--- config.mk ---
export PLATFORM = sky130hd
export DESIGN_NAME = exec_top
export DESIGN_NICKNAME = d
export VERILOG_FILES = /design/src/isa_pkg.sv /design/src/core_pkg.sv /design/src/exec_ctrl.sv /design/src/exec_regfile.sv /design/src/exec_operand.sv /design/src/exec_alu.sv /design/src/exec_cond.sv /design/src/exec_top.sv
export SDC_FILE = /design/constraint.sdc
export NUM_CORES = 2
export LEC_CHECK = 0
export BUFFER_PORTS_ARGS = -buffer_cell sky130_fd_sc_hd__buf_4
export CORE_MARGIN = 10
export CORE_UTILIZATION = 37
export DETAILED_ROUTE_END_ITERATION = 6
export GPL_TIMING_DRIVEN = 0
export PLACE_DENSITY = 0.52
export SLEW_MARGIN = 25
export SYNTH_ARGS = -nofsm -noshare
export SYNTH_HDL_FRONTEND = slang
export SYNTH_SLANG_ARGS = --single-unit
--- constraint.sdc ---
create_clock -name iw_clk -period 21.3 [get_ports iw_clk]
set_input_delay 1.065 -clock iw_clk [delete_from_list [all_inputs] [get_ports iw_clk]]
set_output_delay 1.065 -clock iw_clk [all_outputs]
set_load 0.02 [all_outputs]
--- src/isa_pkg.sv ---
package isa_pkg;

    typedef enum logic [5:0] {
        NOP   = 6'h00,
        MOV   = 6'h01,
        ADD   = 6'h02,
        SUB   = 6'h03,
        AND   = 6'h04,
        OR    = 6'h05,
        XOR   = 6'h06,
        SHL   = 6'h07,
        SHR   = 6'h08,
        CMP   = 6'h09,
        ADDS  = 6'h10, // Signed register ops.
        SUBS  = 6'h11,
        SHRS  = 6'h12,
        CMPS  = 6'h13,
        LUI   = 6'h20, // Immediate ops.
        MOVI  = 6'h21,
        ADDI  = 6'h22,
        ADDIS = 6'h23,
        CMPI  = 6'h24,
        JCC   = 6'h30, // Branches.
        BCC   = 6'h31,
        BCCI  = 6'h32
    } opcode_e;

    typedef enum logic [3:0] {
        RA = 4'h0, // Always.
        EQ = 4'h1,
        NE = 4'h2,
        LT = 4'h3, // Signed compares.
        GT = 4'h4,
        GE = 4'h5,
        LE = 4'h6,
        BT = 4'h7, // Unsigned compares.
        AT = 4'h8,
        BE = 4'h9,
        AE = 4'hA
    } cond_e;

    localparam int FLAG_Z = 0;
    localparam int FLAG_N = 1;
    localparam int FLAG_C = 2;
    localparam int FLAG_V = 3;

endpackage

--- src/core_pkg.sv ---
package core_pkg;

    localparam int DATA_W = 32;
    localparam int IMM_W  = 16;

    typedef logic [DATA_W-1:0] data_t;

    typedef logic [31:0] addr_t;

    typedef logic [IMM_W-1:0] imm_t;

    typedef logic [3:0] flags_t; // Indexed by the isa_pkg flag positions.

    typedef enum logic {
        IDLE = 1'b0,
        ACK  = 1'b1
    } hs_state_e;

endpackage

--- src/exec_ctrl.sv ---
`timescale 1ns/10ps

module exec_ctrl (
    input  logic iw_clk,
    input  logic iw_rst,
    input  logic req,
    output logic ack,
    output logic commit
);

    core_pkg::hs_state_e state;
    core_pkg::hs_state_e state_next;

    always_comb begin
        state_next = state;
        case (state)
            core_pkg::IDLE: begin
                if (req) begin
                    state_next = core_pkg::ACK;
                end
            end
            core_pkg::ACK: begin
                if (!req) begin
                    state_next = core_pkg::IDLE; // Requester has released.
                end
            end
            default: begin
                state_next = core_pkg::IDLE;
            end
        endcase
    end

    always_ff @(posedge iw_clk or posedge iw_rst) begin
        if (iw_rst) begin
            state <= core_pkg::IDLE;
        end else begin
            state <= state_next;
        end
    end

    assign commit = (state == core_pkg::IDLE) && req;
    assign ack    = (state == core_pkg::ACK);

    // The ack that rises always answers a request seen on the edge before.
    a_ack_needs_req: assert property (@(posedge iw_clk) disable iff (iw_rst)
        $rose(ack) |-> $past(req));

    a_commit_single: assert property (@(posedge iw_clk) disable iff (iw_rst)
        commit |=> !commit);

endmodule

--- src/exec_regfile.sv ---
`timescale 1ns/10ps

module exec_regfile #(
    parameter int REG_COUNT = 16,
    localparam int IDX_W = $clog2(REG_COUNT)
) (
    input  logic             iw_clk,
    input  logic             iw_rst,
    input  logic [IDX_W-1:0] src_idx,
    input  logic [IDX_W-1:0] tgt_idx,
    output core_pkg::data_t  src_data,
    output core_pkg::data_t  tgt_data,
    input  logic             wr_en,
    input  core_pkg::data_t  wr_data,
    input  logic             commit
);

    core_pkg::data_t regs [REG_COUNT];

    always_ff @(posedge iw_clk or posedge iw_rst) begin
        if (iw_rst) begin
            for (int i = 0; i < REG_COUNT; i++) begin
                regs[i] <= '0;
            end
        end else if (commit && wr_en) begin
            regs[tgt_idx] <= wr_data;
        end
    end

    assign src_data = regs[src_idx];
    assign tgt_data = regs[tgt_idx]; // Old value feeds the ALU in the commit cycle.

    a_wr_in_commit: assert property (@(posedge iw_clk) disable iff (iw_rst)
        wr_en |-> commit);

endmodule

--- src/exec_operand.sv ---
`timescale 1ns/10ps

module exec_operand (
    input  logic              iw_clk,
    input  logic              iw_rst,
    input  isa_pkg::opcode_e  opc,
    input  core_pkg::imm_t    imm,
    input  core_pkg::data_t   src_data,
    input  core_pkg::data_t   tgt_data,
    input  logic              commit,
    output core_pkg::data_t   opnd_a,
    output core_pkg::data_t   opnd_b,
    output core_pkg::data_t   imm_s
);

    core_pkg::imm_t  upper;
    core_pkg::data_t imm_u;

    always_ff @(posedge iw_clk or posedge iw_rst) begin
        if (iw_rst) begin
            upper <= '0;
        end else if (commit && (opc == isa_pkg::LUI)) begin
            upper <= imm;
        end
    end

    assign imm_u = {upper, imm};
    assign imm_s = {{(core_pkg::DATA_W - core_pkg::IMM_W){imm[core_pkg::IMM_W-1]}}, imm};

    always_comb begin
        case (opc)
            isa_pkg::MOVI, isa_pkg::ADDI, isa_pkg::CMPI: begin
                opnd_a = imm_u;
            end
            isa_pkg::ADDIS, isa_pkg::BCCI: begin
                opnd_a = imm_s;
            end
            default: begin
                opnd_a = src_data; // Register ops and JCC/BCC.
            end
        endcase
    end

    assign opnd_b = tgt_data;

endmodule

--- src/exec_alu.sv ---
`timescale 1ns/10ps

module exec_alu (
    input  logic              iw_clk,
    input  logic              iw_rst,
    input  isa_pkg::opcode_e  opc,
    input  core_pkg::data_t   opnd_a,
    input  core_pkg::data_t   opnd_b,
    input  logic              commit,
    output logic              wr_en,
    output core_pkg::data_t   wr_data,
    output core_pkg::flags_t  flags_next,
    output core_pkg::flags_t  flags_mask,
    output core_pkg::data_t   result
);

    localparam int MSB  = core_pkg::DATA_W - 1;
    localparam int SH_W = $clog2(core_pkg::DATA_W);

    logic [core_pkg::DATA_W:0] sum_w;
    core_pkg::data_t           diff;
    core_pkg::data_t           sra_v;
    logic [SH_W-1:0]           sh_amt;
    logic                      borrow;
    logic                      add_ovf;
    logic                      sub_ovf;
    logic                      big_shift;
    core_pkg::data_t           value;
    logic                      writes;
    core_pkg::data_t           result_q;

    assign sum_w     = {1'b0, opnd_b} + {1'b0, opnd_a};
    assign diff      = opnd_b - opnd_a;
    assign borrow    = opnd_b < opnd_a;
    assign sh_amt    = opnd_a[SH_W-1:0];
    assign big_shift = opnd_a >= core_pkg::data_t'(core_pkg::DATA_W);
    assign sra_v     = $signed(opnd_b) >>> sh_amt;

    // Signed overflow from the true sign bit.
    assign add_ovf = (opnd_a[MSB] == opnd_b[MSB]) && (sum_w[MSB] != opnd_b[MSB]);
    assign sub_ovf = (opnd_a[MSB] != opnd_b[MSB]) && (diff[MSB] != opnd_b[MSB]);

    always_comb begin
        value      = '0;
        writes     = 1'b0;
        flags_next = '0;
        flags_mask = '0;
        case (opc)
            isa_pkg::MOV, isa_pkg::MOVI: begin
                value  = opnd_a;
                writes = 1'b1;
                flags_mask[isa_pkg::FLAG_Z] = 1'b1;
            end
            isa_pkg::ADD, isa_pkg::ADDI: begin
                value  = sum_w[MSB:0];
                writes = 1'b1;
                flags_mask[isa_pkg::FLAG_Z] = 1'b1;
                flags_mask[isa_pkg::FLAG_C] = 1'b1;
                flags_next[isa_pkg::FLAG_C] = sum_w[core_pkg::DATA_W]; // Carry out.
            end
            isa_pkg::SUB: begin
                value  = diff;
                writes = 1'b1;
                flags_mask[isa_pkg::FLAG_Z] = 1'b1;
                flags_mask[isa_pkg::FLAG_C] = 1'b1;
                flags_next[isa_pkg::FLAG_C] = borrow;
            end
            isa_pkg::AND, isa_pkg::OR, isa_pkg::XOR: begin
                if (opc == isa_pkg::AND) begin
                    value = opnd_a & opnd_b;
                end else if (opc == isa_pkg::OR) begin
                    value = opnd_a | opnd_b;
                end else begin
                    value = opnd_a ^ opnd_b;
                end
                writes = 1'b1;
                flags_mask[isa_pkg::FLAG_Z] = 1'b1;
            end
            isa_pkg::SHL, isa_pkg::SHR, isa_pkg::SHRS: begin
                if (big_shift) begin
                    value = '0;
                end else if (opc == isa_pkg::SHL) begin
                    value = opnd_b << sh_amt;
                end else if (opc == isa_pkg::SHR) begin
                    value = opnd_b >> sh_amt;
                end else begin
                    value = sra_v;
                end
                writes = 1'b1;
                flags_mask[isa_pkg::FLAG_Z] = 1'b1;
                flags_mask[isa_pkg::FLAG_V] = 1'b1;
                flags_mask[isa_pkg::FLAG_N] = (opc == isa_pkg::SHRS);
                flags_next[isa_pkg::FLAG_V] = big_shift;
            end
            isa_pkg::ADDS, isa_pkg::ADDIS: begin
                value  = sum_w[MSB:0];
                writes = 1'b1;
                flags_mask[isa_pkg::FLAG_Z] = 1'b1;
                flags_mask[isa_pkg::FLAG_N] = 1'b1;
                flags_mask[isa_pkg::FLAG_V] = 1'b1;
                flags_next[isa_pkg::FLAG_V] = add_ovf;
            end
            isa_pkg::SUBS: begin
                value  = diff;
                writes = 1'b1;
                flags_mask[isa_pkg::FLAG_Z] = 1'b1;
                flags_mask[isa_pkg::FLAG_N] = 1'b1;
                flags_mask[isa_pkg::FLAG_V] = 1'b1;
                flags_next[isa_pkg::FLAG_V] = sub_ovf;
            end
            isa_pkg::CMP, isa_pkg::CMPI: begin
                flags_mask[isa_pkg::FLAG_Z] = 1'b1;
                flags_mask[isa_pkg::FLAG_C] = 1'b1;
                flags_next[isa_pkg::FLAG_C] = borrow;
            end
            isa_pkg::CMPS: begin
                flags_mask[isa_pkg::FLAG_Z] = 1'b1;
                flags_mask[isa_pkg::FLAG_N] = 1'b1;
                flags_mask[isa_pkg::FLAG_V] = 1'b1;
                flags_next[isa_pkg::FLAG_V] = sub_ovf;
            end
            default: begin
            end
        endcase
        // Compares take Z and N from the difference, the rest from the value.
        flags_next[isa_pkg::FLAG_Z] = writes ? (value == '0) : (diff == '0);
        flags_next[isa_pkg::FLAG_N] = writes ? value[MSB] : diff[MSB];
    end

    always_ff @(posedge iw_clk or posedge iw_rst) begin
        if (iw_rst) begin
            result_q <= '0;
        end else if (commit) begin
            result_q <= value;
        end
    end

    assign wr_en   = commit && writes;
    assign wr_data = value;
    assign result  = result_q;

endmodule

--- src/exec_cond.sv ---
`timescale 1ns/10ps

module exec_cond (
    input  logic              iw_clk,
    input  logic              iw_rst,
    input  isa_pkg::opcode_e  opc,
    input  isa_pkg::cond_e    cc,
    input  core_pkg::addr_t   pc,
    input  core_pkg::data_t   opnd_a,
    input  core_pkg::data_t   imm_s,
    input  core_pkg::flags_t  flags_next,
    input  core_pkg::flags_t  flags_mask,
    input  logic              commit,
    output core_pkg::flags_t  flags,
    output logic              branch_taken,
    output core_pkg::addr_t   branch_pc
);

    core_pkg::flags_t flags_q;
    logic             is_branch;
    logic             cond_true;
    logic             fz;
    logic             fn;
    logic             fc;
    logic             fv;
    core_pkg::addr_t  target;

    assign fz = flags_q[isa_pkg::FLAG_Z];
    assign fn = flags_q[isa_pkg::FLAG_N];
    assign fc = flags_q[isa_pkg::FLAG_C];
    assign fv = flags_q[isa_pkg::FLAG_V];

    assign is_branch = (opc == isa_pkg::JCC) || (opc == isa_pkg::BCC) || (opc == isa_pkg::BCCI);

    always_comb begin
        case (cc)
            isa_pkg::RA: cond_true = 1'b1;
            isa_pkg::EQ: cond_true = fz;
            isa_pkg::NE: cond_true = !fz;
            isa_pkg::LT: cond_true = fn ^ fv;
            isa_pkg::GT: cond_true = !fz && !(fn ^ fv);
            isa_pkg::GE: cond_true = !(fn ^ fv);
            isa_pkg::LE: cond_true = fz || (fn ^ fv);
            isa_pkg::BT: cond_true = fc;
            isa_pkg::AT: cond_true = !fz && !fc;
            isa_pkg::BE: cond_true = fc || fz;
            isa_pkg::AE: cond_true = !fc;
            default:     cond_true = 1'b0;
        endcase
    end

    always_comb begin
        case (opc)
            isa_pkg::JCC:  target = opnd_a; // Absolute.
            isa_pkg::BCC:  target = pc + opnd_a;
            isa_pkg::BCCI: target = pc + imm_s;
            default:       target = '0;
        endcase
    end

    always_ff @(posedge iw_clk or posedge iw_rst) begin
        if (iw_rst) begin
            flags_q      <= '0;
            branch_taken <= 1'b0;
            branch_pc    <= '0;
        end else if (commit) begin
            flags_q      <= (flags_q & ~flags_mask) | (flags_next & flags_mask);
            branch_taken <= is_branch && cond_true;
            branch_pc    <= (is_branch && cond_true) ? target : '0;
        end
    end

    assign flags = flags_q;

    a_no_stray_taken: assert property (@(posedge iw_clk) disable iff (iw_rst)
        (commit && !is_branch) |=> !branch_taken);

endmodule

--- src/exec_top.sv ---
`timescale 1ns/10ps

module exec_top #(
    parameter int REG_COUNT = 16,
    localparam int IDX_W = $clog2(REG_COUNT)
) (
    input  logic              iw_clk,
    input  logic              iw_rst,
    input  logic              req,
    input  isa_pkg::opcode_e  opc,
    input  isa_pkg::cond_e    cc,
    input  logic [IDX_W-1:0]  tgt,
    input  logic [IDX_W-1:0]  src,
    input  core_pkg::imm_t    imm,
    input  core_pkg::addr_t   pc,
    output logic              ack,
    output core_pkg::data_t   result,
    output core_pkg::flags_t  flags,
    output logic              branch_taken,
    output core_pkg::addr_t   branch_pc
);

    logic              commit;
    core_pkg::data_t   src_data;
    core_pkg::data_t   tgt_data;
    core_pkg::data_t   opnd_a;
    core_pkg::data_t   opnd_b;
    core_pkg::data_t   imm_s;
    logic              wr_en;
    core_pkg::data_t   wr_data;
    core_pkg::flags_t  flags_next;
    core_pkg::flags_t  flags_mask;

    exec_ctrl i_exec_ctrl (
        .iw_clk (iw_clk),
        .iw_rst (iw_rst),
        .req    (req),
        .ack    (ack),
        .commit (commit)
    );

    exec_regfile #(
        .REG_COUNT (REG_COUNT)
    ) i_exec_regfile (
        .iw_clk   (iw_clk),
        .iw_rst   (iw_rst),
        .src_idx  (src),
        .tgt_idx  (tgt), // Read and write index share the tgt field.
        .src_data (src_data),
        .tgt_data (tgt_data),
        .wr_en    (wr_en),
        .wr_data  (wr_data),
        .commit   (commit)
    );

    exec_operand i_exec_operand (
        .iw_clk   (iw_clk),
        .iw_rst   (iw_rst),
        .opc      (opc),
        .imm      (imm),
        .src_data (src_data),
        .tgt_data (tgt_data),
        .commit   (commit),
        .opnd_a   (opnd_a),
        .opnd_b   (opnd_b),
        .imm_s    (imm_s)
    );

    exec_alu i_exec_alu (
        .iw_clk     (iw_clk),
        .iw_rst     (iw_rst),
        .opc        (opc),
        .opnd_a     (opnd_a),
        .opnd_b     (opnd_b),
        .commit     (commit),
        .wr_en      (wr_en),
        .wr_data    (wr_data),
        .flags_next (flags_next),
        .flags_mask (flags_mask),
        .result     (result)
    );

    exec_cond i_exec_cond (
        .iw_clk       (iw_clk),
        .iw_rst       (iw_rst),
        .opc          (opc),
        .cc           (cc),
        .pc           (pc),
        .opnd_a       (opnd_a),
        .imm_s        (imm_s),
        .flags_next   (flags_next),
        .flags_mask   (flags_mask),
        .commit       (commit),
        .flags        (flags),
        .branch_taken (branch_taken),
        .branch_pc    (branch_pc)
    );

endmodule

==> results_tabular.tex <==
\begin{tabular}{lr}
\hline
Metric & Value \\
\hline
\multicolumn{2}{l}{\textbf{Route}} \\
\quad Vias per Instance & approximately 6.8 \\
\quad Met2 Wirelength & about 100,000 um \\
\quad Met1 Routed Length & about 88,000 um \\
\quad Overall via count from detail\_route & 42,400 \\
\quad Wire length reported by the detailed router & $\sim$240,000 um \\
\quad Count of routing violations after the opening detailed-route iteration & between 6,000 and 7,000 \\
\quad Number of antenna-violating nets in the routed design & 0 \\
\quad First drt pass iteration count & 7 \\
\quad Highest metal layer with signal wires & met5 \\
\quad Wirelength per Cell & about 38 um \\
\quad Number of DRC violations after detailed routing & 1 \\
\quad Met3 wire length & roughly 29,000 um \\
\multicolumn{2}{l}{\textbf{Floorplanning}} \\
\quad Top-level I/O count & $\sim$140 \\
\quad Site row count & $\sim$120 \\
\quad Core box area & roughly 110,000 um2 \\
\quad Die width & 357 um \\
\quad Area enclosed by the die boundary & 127,000 um2 \\
\quad Die span in y & 357 um \\
\quad Starting density of the core & a little under two fifths \\
\multicolumn{2}{l}{\textbf{Synthesis}} \\
\quad Net count after synthesis & roughly 4,700 \\
\quad Top cell type's share of synthesized area & 35.6\% \\
\quad Post-synthesis register bit count & 598 \\
\quad YS warnings & 0 \\
\quad Ys flop type & sky130\_fd\_sc\_hd\_\_dfrtp\_1 \\
\quad Cell with the most instances after synthesis & sky130\_fd\_sc\_hd\_\_nand2\_1 \\
\quad Share of flip-flops with an asynchronous set or reset after synthesis & 100\% \\
\quad Number of enable flip-flop cells after synthesis & 0 \\
\quad Leading post-synthesis cells by cell area & sky130\_fd\_sc\_hd\_\_dfrtp\_1 36\%, sky130\_fd\_sc\_hd\_\_mux4\_2 14\%, sky130\_fd\_sc\_hd\_\_o21ai\_0 7.7\%, sky130\_fd\_sc\_hd\_\_nand2\_1 7.0\%, sky130\_fd\_sc\_hd\_\_ha\_1 3.9\% \\
\quad Cell taking the most area after synthesis & sky130\_fd\_sc\_hd\_\_dfrtp\_1 \\
\quad Count of mapped cells out of synthesis & around 4,500 \\
\quad Yosys cell types & approximately 110 \\
\quad Mapped Area & 42,000 um2 \\
\quad Most frequent cells after synthesis & 785 x sky130\_fd\_sc\_hd\_\_nand2\_1, 646 x sky130\_fd\_sc\_hd\_\_o21ai\_0, 598 x sky130\_fd\_sc\_hd\_\_dfrtp\_1 \\
\quad Post-synthesis sequential area ratio & a little over a third \\
\quad Synthesized area per cell & $\sim$9.4 um2 \\
\multicolumn{2}{l}{\textbf{Min path}} \\
\quad Path class of the lowest-slack min-delay path & input pin to asynchronous set/reset pin \\
\multicolumn{2}{l}{\textbf{Power and ir drop}} \\
\quad Leak & 20.2 nW \\
\quad Peak VDD IR & 0.0000603 V \\
\quad Total power density per cell area & approximately 66 nW/um2 \\
\multicolumn{2}{l}{\textbf{Outcome}} \\
\quad Violations in the final reports & design-rule violations \\
\quad Status & finished with violations \\
\multicolumn{2}{l}{\textbf{GRT}} \\
\quad Number of antenna violations at the first check in global routing & 9 \\
\quad Total congestion overflow & 0 \\
\quad Overall fraction of global-route tracks in use & 36.2\% \\
\quad Global-route wire length before repair & about 330,000 um \\
\quad Via count of the first global-routing pass & a little over 40,000 \\
\quad Largest net degree at the start of global routing & 96 \\
\multicolumn{2}{l}{\textbf{Final layout}} \\
\quad Final Net Count & approximately 4,900 \\
\quad Multi-input logic area & 24,900 um2 \\
\quad Syn-to-layout area delta & 14.4\% \\
\quad Fill cell count & approximately 11,000 \\
\quad FF/Latch Area & 15,000 um2 \\
\quad Layout cells sized above 1 & 17.4\% \\
\quad Final Cell Area & $\sim$48,000 um2 \\
\multicolumn{2}{l}{\textbf{Place}} \\
\quad Worst setup slack before clock tree synthesis & $\sim$9300 ps \\
\quad Buffers added on ports & approximately 140 \\
\quad Final Wtd Congestion & between 1 and 1.5 \\
\quad Half-perimeter wire length after detailed placement & 178,000 um \\
\quad Post-detailed-placement cell area & $\sim$45,000 um2 \\
\multicolumn{2}{l}{\textbf{Worst setup path}} \\
\quad Cell seen most often among critical-path stages & sky130\_fd\_sc\_hd\_\_buf\_2 \\
\quad CP max-delay cell & sky130\_fd\_sc\_hd\_\_a222oi\_1 \\
\quad Arrival time reported for the critical path endpoint & roughly 13,000 ps \\
\quad Endpoint class of the critical path & flip-flop \\
\quad Critical Path Start Type & input pin \\
\quad Worst-path fanout max & 11 \\
\quad Gate family responsible for the most delay along the worst path & buffers and inverters \\
\quad Sum of buffers and inverters on the critical path & 10 \\
\quad Largest stage delay, worst path & about 1100 ps \\
\quad Critical path class & input pin to flip-flop \\
\quad Required time worst endpoint & $\sim$22,000 ps \\
\multicolumn{2}{l}{\textbf{CTS}} \\
\quad Count of instances resized after the clock tree is built & 0 \\
\quad Clock-pin slew on the worst setup and hold paths & 90 ps \\
\quad Number of buffers inserted by hold repair at cts & 0 \\
\quad Number of sinks on the clock net & 598 \\
\quad Post CTS Setup Buffer Count & 0 \\
\quad Clock tree from TritonCTS & yes \\
\quad CTS HTree Levels & 3 \\
\quad Buffer cell driving the clock tree root & sky130\_fd\_sc\_hd\_\_clkbuf\_16 \\
\quad Maximum clock path buffer count & 3 \\
\quad Insertion delay of the later-clocked pin in the worst-skew pair & 700 ps \\
\quad CTS Buf Count & 73 \\
\multicolumn{2}{l}{\textbf{Timing}} \\
\quad Final count of hold timing violations & 0 \\
\quad Setup TNS Final & 0 ps \\
\quad Clk\_skew & 65.8 ps \\
\quad Peak clock frequency supported by timing & 83.3 MHz \\
\quad Count of pins over their slew limit & 0 \\
\quad Worst-case headroom to the max-slew limit & between 10\% and 20\% \\
\quad Crit path time final & about 12,000 ps \\
\quad \# setup viols final & 0 \\
\quad Final setup slack of the worst path & 9290 ps \\
\quad Part of the cycle the worst path needs & between 50\% and 60\% \\
\quad Slew at the pin closest to its max-slew limit & about 1200 ps \\
\quad RSZ-0062 raised after global routing & false \\
\multicolumn{2}{l}{\textbf{Run}} \\
\quad Number of max-capacitance violations reported & 0 \\
\hline
\end{tabular}
## power breakdown
group          internal, W  switching, W
Sequential         0.00116     0.0000160
Clock             0.000781      0.000576
Combinational     0.000181      0.000438
## layer usage
metal	vias to the layer above	global-route usage [%]
met5	-	0
met4	8	25.4
met3	825	11.1
met2	3236	52.9
met1	21300	45.2
li1	17100	-
## stage by stage
stage | instances | utilization [%] | power [W] | hold WS, ps
after floorplan | 4458 | - | 0.00153 | 457
after global placement | 6093 | 39.9 | 0.00178 | 464
after detailed placement | 6119 | 40.4 | 0.00178 | 467
after CTS | 6246 | 42.6 | 0.00312 | 378
after global routing | 6250 | 42.6 | 0.00321 | 406
final | 6257 | 42.7 | 0.00315 | 367
## worst paths after layout
path                                           from                       end  slack [ps]  cells past startpoint
min in group iw_clk            i_exec_alu.result[4]      i_exec_alu.result[4]         480                      2
setup / recovery                             src[1]                 flip-flop        9290                     27
hold / removal                               iw_rst     i_exec_alu.result[13]         370                      2
max in group asynchronous                    iw_rst  i_exec_operand.upper[13]       18920                      6
setup reg to reg           i_exec_regfile.regs[290]                 flip-flop       11800                     22
hold reg to reg                i_exec_alu.result[4]      i_exec_alu.result[4]         480                      2
## logic make-up after synthesis
group | count (synthesis) | share of synthesized area, %
flops | 598 | 35.6
buf+inv | 510 | 5.51
fa+ha+maj | 135 | 4.07
mux | 432 | 18.2
compound gates | 1394 | 21.2
xor+xnor | 68 | 1.42
simple gates | 1321 | 14.0
## layout by cell type, fill, tap and decap left out, types with 71 or more instances in the layout
cell,synthesis,final
sky130_fd_sc_hd__a21oi_1,141,140
sky130_fd_sc_hd__dfrtp_1,598,598
sky130_fd_sc_hd__nand2_1,785,785
sky130_fd_sc_hd__nand3_1,76,76
sky130_fd_sc_hd__o21ai_0,646,646
sky130_fd_sc_hd__mux4_2,261,261
sky130_fd_sc_hd__clkbuf_1,256,249
sky130_fd_sc_hd__nor2_1,164,164
sky130_fd_sc_hd__buf_2,51,73
sky130_fd_sc_hd__o22ai_1,71,71
sky130_fd_sc_hd__ha_1,132,132
sky130_fd_sc_hd__clkbuf_16,0,75
sky130_fd_sc_hd__buf_4,19,164
sky130_fd_sc_hd__mux2i_1,122,122
sky130_fd_sc_hd__inv_1,121,120
## layout make-up
type,count,share of cell area [%]
multi-input combinational,3350,51.9
sequential,598,31.1
clock buffer,100,4.46
tap,1500,3.91
buffer,379,3.88
timing repair buffer,163,2.87
inverter,131,1.04
clock inverter,27,0.802
antenna,9,0.0469
## sequential cells by signal (all words and copies together), names as in the netlist, named ones only
| signal | cells |
|---|---|
| i_exec_operand.upper | 16 |
| i_exec_cond.branch_taken | 1 |
| i_exec_alu.result | 32 |
| i_exec_ctrl.ack | 1 |
| i_exec_cond.branch_pc | 32 |
| i_exec_regfile.regs | 512 |
No activity file was read; power rests on OpenSTA's default activity.
